<file path="src/source/router_pkg.sv">
// ##################################################
// Fixed widths and types shared by all router blocks
// Mesh origin is the north-west corner, so x grows east
// and y grows south; coordinates are unsigned
// ##################################################
package router_pkg;

    localparam int NUM_PORTS   = 5;
    localparam int COORD_WIDTH = 4;
    localparam int DATA_WIDTH  = 32;

    // Port order also sets the round-robin order
    typedef enum logic [2:0] {
        NORTH = 3'd0,
        EAST  = 3'd1,
        SOUTH = 3'd2,
        WEST  = 3'd3,
        LOCAL = 3'd4
    } port_e;

    // One bit per port, indexed by port_e
    typedef logic [NUM_PORTS-1:0] port_vec_t;

    typedef struct packed {
        logic [COORD_WIDTH-1:0] x;
        logic [COORD_WIDTH-1:0] y;
    } coord_t;

    // Destination rides in the upper bits
    typedef struct packed {
        coord_t                dest;
        logic [DATA_WIDTH-1:0] payload;
    } flit_t;

endpackage

</file>
<file path="src/source/input_port.sv">
// ##################################################
// Input FIFO with XY route lookup on the head flit
// FIFO_DEPTH must be a power of two, at least 2
// pop_i is trusted and must only be raised when a
// request is pending
// ##################################################
module input_port
    import router_pkg::*;
#(
    parameter int FIFO_DEPTH = 4
) (
    input  logic      clk,
    input  logic      rst_n,

    input  coord_t    local_coord_i,

    input  logic      in_valid_i,
    input  flit_t     in_flit_i,
    output logic      in_ready_o,

    input  logic      pop_i,
    output port_vec_t route_req_o,
    output flit_t     head_flit_o
);

    localparam int PTR_WIDTH = $clog2(FIFO_DEPTH);
    localparam int CNT_WIDTH = $clog2(FIFO_DEPTH + 1);

    flit_t                fifo_mem [FIFO_DEPTH];
    logic [PTR_WIDTH-1:0] wr_ptr;
    logic [PTR_WIDTH-1:0] rd_ptr;
    logic [CNT_WIDTH-1:0] count;

    logic  full;
    logic  empty;
    logic  push;
    coord_t head_dest;
    port_e  route;

    assign full       = (count == CNT_WIDTH'(FIFO_DEPTH));
    assign empty      = (count == '0);
    assign in_ready_o = ~full;
    assign push       = in_valid_i & ~full;

    // Storage
    always_ff @(posedge clk) begin
        if (push) begin
            fifo_mem[wr_ptr] <= in_flit_i;
        end
    end

    // Pointers wrap on their own since depth is a power of two
    always_ff @(posedge clk or negedge rst_n) begin
        if (!rst_n) begin
            wr_ptr <= '0;
            rd_ptr <= '0;
            count  <= '0;
        end else begin
            if (push) begin
                wr_ptr <= wr_ptr + 1'b1;
            end
            if (pop_i) begin
                rd_ptr <= rd_ptr + 1'b1;
            end
            case ({push, pop_i})
                2'b10: begin
                    count <= count + 1'b1;
                end
                2'b01: begin
                    count <= count - 1'b1;
                end
                default: begin
                    count <= count;
                end
            endcase
        end
    end

    assign head_flit_o = fifo_mem[rd_ptr];
    assign head_dest   = head_flit_o.dest;

    // Dimension order: finish x first, then y
    always_comb begin
        if (head_dest.x == local_coord_i.x && head_dest.y == local_coord_i.y) begin
            route = LOCAL;
        end else if (head_dest.x > local_coord_i.x) begin
            route = EAST;
        end else if (head_dest.x < local_coord_i.x) begin
            route = WEST;
        end else if (head_dest.y > local_coord_i.y) begin
            route = SOUTH;
        end else begin
            route = NORTH;
        end
    end

    // One-hot request, silent while empty
    always_comb begin
        route_req_o = '0;
        if (!empty) begin
            route_req_o[route] = 1'b1;
        end
    end

endmodule

</file>
<file path="src/source/output_arbiter.sv">
// ##################################################
// Round-robin arbiter and flit mux for one output
// out_valid_o never depends on out_ready_i
// A grant bit means the input pops on this edge
// ##################################################
module output_arbiter
    import router_pkg::*;
(
    input  logic                  clk,
    input  logic                  rst_n,

    input  port_vec_t             req_i,
    input  flit_t [NUM_PORTS-1:0] head_flits_i,

    input  logic                  out_ready_i,
    output logic                  out_valid_o,
    output flit_t                 out_flit_o,

    output port_vec_t             grant_o
);

    port_e rr_ptr;
    port_e winner;
    logic  found;
    logic  xfer;

    // First requester at or after the pointer
    always_comb begin : pick_winner
        int idx;
        winner = rr_ptr;
        found  = 1'b0;
        for (int k = 0; k < NUM_PORTS; k++) begin
            idx = int'(rr_ptr) + k;
            if (idx >= NUM_PORTS) begin
                idx = idx - NUM_PORTS;
            end
            if (!found && req_i[idx]) begin
                winner = port_e'(idx);
                found  = 1'b1;
            end
        end
    end

    assign out_valid_o = found;
    assign out_flit_o  = head_flits_i[winner];
    assign xfer        = found & out_ready_i;

    // Grant held back under back-pressure
    always_comb begin
        grant_o = '0;
        if (xfer) begin
            grant_o[winner] = 1'b1;
        end
    end

    // Move one past the winner, only on a completed transfer
    always_ff @(posedge clk or negedge rst_n) begin
        if (!rst_n) begin
            rr_ptr <= NORTH;
        end else if (xfer) begin
            if (winner == LOCAL) begin
                rr_ptr <= NORTH;
            end else begin
                rr_ptr <= port_e'(winner + 3'd1);
            end
        end
    end

endmodule

</file>
<file path="src/source/mesh_router.sv">
// ##################################################
// Five-port XY mesh router node
// Per-port arrays are indexed by port_e
// One cycle from input transfer to output valid
// when the FIFO is empty and the output is free
// ##################################################
module mesh_router
    import router_pkg::*;
#(
    parameter int FIFO_DEPTH = 4
) (
    input  logic                  clk,
    input  logic                  rst_n,

    input  coord_t                local_coord_i,

    input  port_vec_t             in_valid_i,
    input  flit_t [NUM_PORTS-1:0] in_flit_i,
    output port_vec_t             in_ready_o,

    output port_vec_t             out_valid_o,
    output flit_t [NUM_PORTS-1:0] out_flit_o,
    input  port_vec_t             out_ready_i
);

    // Indexed [input][output]
    port_vec_t [NUM_PORTS-1:0] route_req;
    port_vec_t [NUM_PORTS-1:0] pop_vec;

    // Indexed [output][input]
    port_vec_t [NUM_PORTS-1:0] arb_req;
    port_vec_t [NUM_PORTS-1:0] grant;

    flit_t [NUM_PORTS-1:0] head_flit;

    // Swap request and grant matrices between the two sides
    always_comb begin
        for (int o = 0; o < NUM_PORTS; o++) begin
            for (int i = 0; i < NUM_PORTS; i++) begin
                arb_req[o][i] = route_req[i][o];
                pop_vec[i][o] = grant[o][i];
            end
        end
    end

    genvar gi;
    generate
        for (gi = 0; gi < NUM_PORTS; gi++) begin : gen_in
            input_port #(
                .FIFO_DEPTH (FIFO_DEPTH)
            ) u_input_port (
                .clk           (clk),
                .rst_n         (rst_n),
                .local_coord_i (local_coord_i),
                .in_valid_i    (in_valid_i[gi]),
                .in_flit_i     (in_flit_i[gi]),
                .in_ready_o    (in_ready_o[gi]),
                .pop_i         (|pop_vec[gi]),
                .route_req_o   (route_req[gi]),
                .head_flit_o   (head_flit[gi])
            );
        end
    endgenerate

    genvar go;
    generate
        for (go = 0; go < NUM_PORTS; go++) begin : gen_out
            output_arbiter u_output_arbiter (
                .clk          (clk),
                .rst_n        (rst_n),
                .req_i        (arb_req[go]),
                .head_flits_i (head_flit),
                .out_ready_i  (out_ready_i[go]),
                .out_valid_o  (out_valid_o[go]),
                .out_flit_o   (out_flit_o[go]),
                .grant_o      (grant[go])
            );
        end
    endgenerate

endmodule

</file>
<file path="config.mk">
export PLATFORM = sky130hd
export DESIGN_NAME = mesh_router
export DESIGN_NICKNAME = d
export VERILOG_FILES = /design/src/source/router_pkg.sv /design/src/source/input_port.sv /design/src/source/output_arbiter.sv /design/src/source/mesh_router.sv
export SDC_FILE = /design/constraint.sdc
export NUM_CORES = 2
export LEC_CHECK = 0
export ABC_AREA = 1
export BUFFER_PORTS_ARGS = -buffer_cell sky130_fd_sc_hd__buf_4
export CAP_MARGIN = 20
export CORE_ASPECT_RATIO = 1.1
export CORE_MARGIN = 10
export CORE_UTILIZATION = 45
export CTS_CLUSTER_DIAMETER = 40
export DETAILED_ROUTE_END_ITERATION = 10
export SLEW_MARGIN = 10
export SYNTH_ARGS = -nofsm -noshare
export SYNTH_HDL_FRONTEND = slang
export SYNTH_SLANG_ARGS = --single-unit
</file>
<file path="constraint.sdc">
create_clock -name clk -period 7.1 [get_ports clk]
set_input_delay 0.355 -clock clk [delete_from_list [all_inputs] [get_ports clk]]
set_output_delay 0.355 -clock clk [all_outputs]
set_load 0.05 [all_outputs]
</file>
==> reports/metrics.cfg <==
[outcome]
status=finished, final reports clean

[global_routing]
grt_pass1_vias=37900
grt_usage_pct=29.8
antenna_found_initial=24
grt_pass1_wl_um=259000
grt.overflow.total=0
grt_max_degree=124

[timing]
setup_violations=0
worstMarginPinSlew_ps=1220
rsz0062_at_grt=no
fin_crit_sh_pct=96.0
fin_crit_ps=6820
slew_viol_final=0
tns_ps=0
skew_ps=49.9
max_slew_margin_pct=18.8
timing.final.ws_setup_ps=281
hold_viol=0
fmax_ghz=0.147

[synthesis]
ys_seq_area_share_pct=54.0
ys_ff_latch=850
post-synth-top-area-cell=edfxtp_1
synthCells=4947
synth_nets=5296
netlist.area_leader.share_pct=51.3
ys_warn_count=0
syn_area_per_cell_um2=9.46
yosys-top-cells-area=edfxtp_1 51%, nand2_1 9.8%, o211ai_1 3.9%
synthDistinctLibCells=58
synth.cell_area_um2=46800

[floorplan]
core-area_um2=104000
rows=124
dieArea_um2=117000
fp.dieH_um=358
num_io_pins=430
die_w_um=328
start_util_pct=45.2

[routing]
ant_nets=0
drtPass1Iterations=6
met3_length_um=19500
vias=40900
topRoutingLayerUsed=met5
wl_met2_um=80900
wl_um=181000
routedWlPerCell_um=25.7
drtIter0Drc=5236
drt-vias-per-instance=5.81
drt-met1-wl_um=70400
drc_errors=0

[placed_design]
dp_slack_ps=1020
place_congestion=1.00
hpwl_um=132000
io_buffers=429

[clock_network]
postCtsSetupBuffers=0
cts_tree=built
cts_max_level=3
clk_latency_ps=700
cts_sinks=850
cts_made_buffers=105
cts_max_path_buffers=3
root_buffer=clkbuf_16
clkTransAtPathRegs_ps=50

[critical_path]
worstReg2RegEnd=gen_in[4].u_input_port.count[2]
worst_ep_required_time_ps=6740
startpoint_type=flip-flop
reg2reg_slack_ps=960
worstPathArrival_ps=6460
path_max_fanout=43
r2r_start=gen_in[0].u_input_port.rd_ptr[0]
end_kind=output port
reg2reg_depth=31
criticalPathCategory=reg -> out

[final_layout]
register_area_um2=25300
area_delta_synth_final_pct=22.5
drive_gt1_share_pct=18.3
nFillCells=9212
nets=5897
multi_input_area_um2=18700

[run]
max-cap-violations=0

[hold_path]
hold_depth=4
hold_class=in -> reg
holdPathEnd=gen_out[0].u_output_arbiter.rr_ptr[2]
hold_start=out_ready_i[0]

-- flip-flops by register name (all words and copies together) (netlist names) --
register,count
gen_in.u_input_port.count,15
gen_in.u_input_port.fifo_mem,800
gen_out.u_output_arbiter.rr_ptr,15
gen_in.u_input_port.wr_ptr,10
gen_in.u_input_port.rd_ptr,10
-- how the worst max path moves through the flow --
| stage | start | slack [ps] | cells past startpoint | to |
|---|---|---|---|---|
| 6_report | gen_in[1].u_input_port.rd_ptr[0] | 280 | 24 | out_flit_o[161] |
| 5_1_grt | gen_in[0].u_input_port.rd_ptr[0] | 10 | 30 | out_flit_o[1] |
| 3_5_place_dp | gen_in[4].u_input_port.rd_ptr[1] | 1020 | 33 | gen_in[0].u_input_port.count[2] |
| 3_3_place_gp | gen_in[4].u_input_port.rd_ptr[1] | 970 | 23 | out_flit_o[1] |
| 2_1_floorplan | gen_in[2].u_input_port.rd_ptr[0] | 2410 | 24 | out_flit_o[195] |
| 4_1_cts | gen_in[4].u_input_port.rd_ptr[1] | 310 | 23 | out_flit_o[1] |
-- cells by family after synthesis --
logic type	after synthesis	share of synthesized area [%]
xor gates and xnor gates	47	0.943
buffers and inverters	726	6.68
AOI/OAI and AO/OA	1185	16.3
and+or+nand+nor	2010	18.5
DFF	850	54.0
adders and majority gates	129	3.61
-- timing repair --
action / in CTS / in global routing
hold buffers: 201 / 0
endpoints found under the hold margin: 850 / 0
resized for setup: 0 / 9
setup endpoints to repair: 0 / 40
-- per-layer routing --
metal	track usage, %	vias to the layer above
li1	-	18700
met5	0	-
met2	46.5	2238
met4	14.6	22
met3	7.64	444
met1	38.3	19500
-- cell usage after synthesis (all sizes together) --
| master | count |
|---|---|
| o211ai | 243 |
| buf | 162 |
| a21boi | 4 |
| or2 | 99 |
| a21o | 1 |
| a31o | 1 |
| xnor2 | 14 |
| ha | 119 |
| o21bai | 8 |
| o22ai | 38 |
| edfxtp | 800 |
| clkbuf | 125 |
| nand2 | 1255 |
| o21ai | 376 |
| nand3 | 237 |
| clkinv | 3 |
| fa | 10 |
| o221ai | 64 |
| xor2 | 33 |
| nor2 | 361 |
| nand3b | 9 |
| a22oi | 2 |
| a31oi | 2 |
| dfrtp | 50 |
| o21a | 2 |
| a21oi | 274 |
| nor3 | 9 |
| a32oi | 170 |
| inv | 436 |
| nand4 | 40 |
-- cells in the final DEF (no fill, tap or decap), types with 7 or more instances in the layout --
cell type and n:
nor2_4 36, nand2_2 19, nor2_2 19, xnor2_1 14, nand3b_1 8, dlygate4sd3_1 201, inv_1 390, a21oi_1 266
o211ai_1 241, clkbuf_1 10, or2_2 96, o22ai_1 38, nand4_1 38, clkinv_2 9, edfxtp_1 800, dfrtp_1 45
fa_1 10, o221ai_1 63, o21ai_2 7, bufinv_16 9, o21bai_1 7, o21ai_1 66, clkinvlp_4 14, clkinv_1 20
nand3_2 13, inv_6 15, nand2_4 10, diode_2 14, buf_4 573, o21ai_0 303, nand2_1 1226, nor2_1 304
inv_2 43, ha_1 119, clkbuf_16 105, a32oi_1 165, xor2_1 29, nand3_1 224
-- metrics by stage --
stage | std cells | instance area (µm²) | utilization [%] | hold WS (ps)
after global routing | 7029 | 57300 | 55.3 | 117
after global placement | 6626 | 51700 | 49.9 | 465
after floorplan | 4947 | 46800 | - | 59.4
after CTS | 7022 | 57300 | 55.3 | 83.5
final | 7036 | 57400 | 55.3 | 108
after detailed placement | 6626 | 51700 | 49.9 | 466
-- worst max-delay path, stage by stage (launching register included) --
cell and delay, ps:
dfrtp_2 440, buf_4 410, nand2_1 110, a32oi_1 760
ha_1 220, nand2_1 80, nor2_2 250, nand2_1 140
nor2_1 350, inv_1 190, nand2_1 110, nand3_1 110
nand3_2 130, nand2_4 90, nand3_1 160, nor2_1 60
nor2_1 130, o21ai_2 100, a21boi_4 260, buf_4 350
buf_4 460, a21oi_1 110, o21ai_0 90, o211ai_1 290
buf_4 320
-- area by class of cell --
cell class | instances | area share [%]
repair buffers | 781 | 11.2
multi-input cells | 3371 | 32.5
flip-flops and latches | 850 | 44.1
clock inverters | 80 | 1.56
diodes | 14 | 0.0611
inverters | 439 | 2.88
well taps | 1386 | 3.02
clock buffers | 115 | 4.65
Power is not shown: default switching activity piles up to over one toggle a cycle in this logic, so the estimate is an artifact.
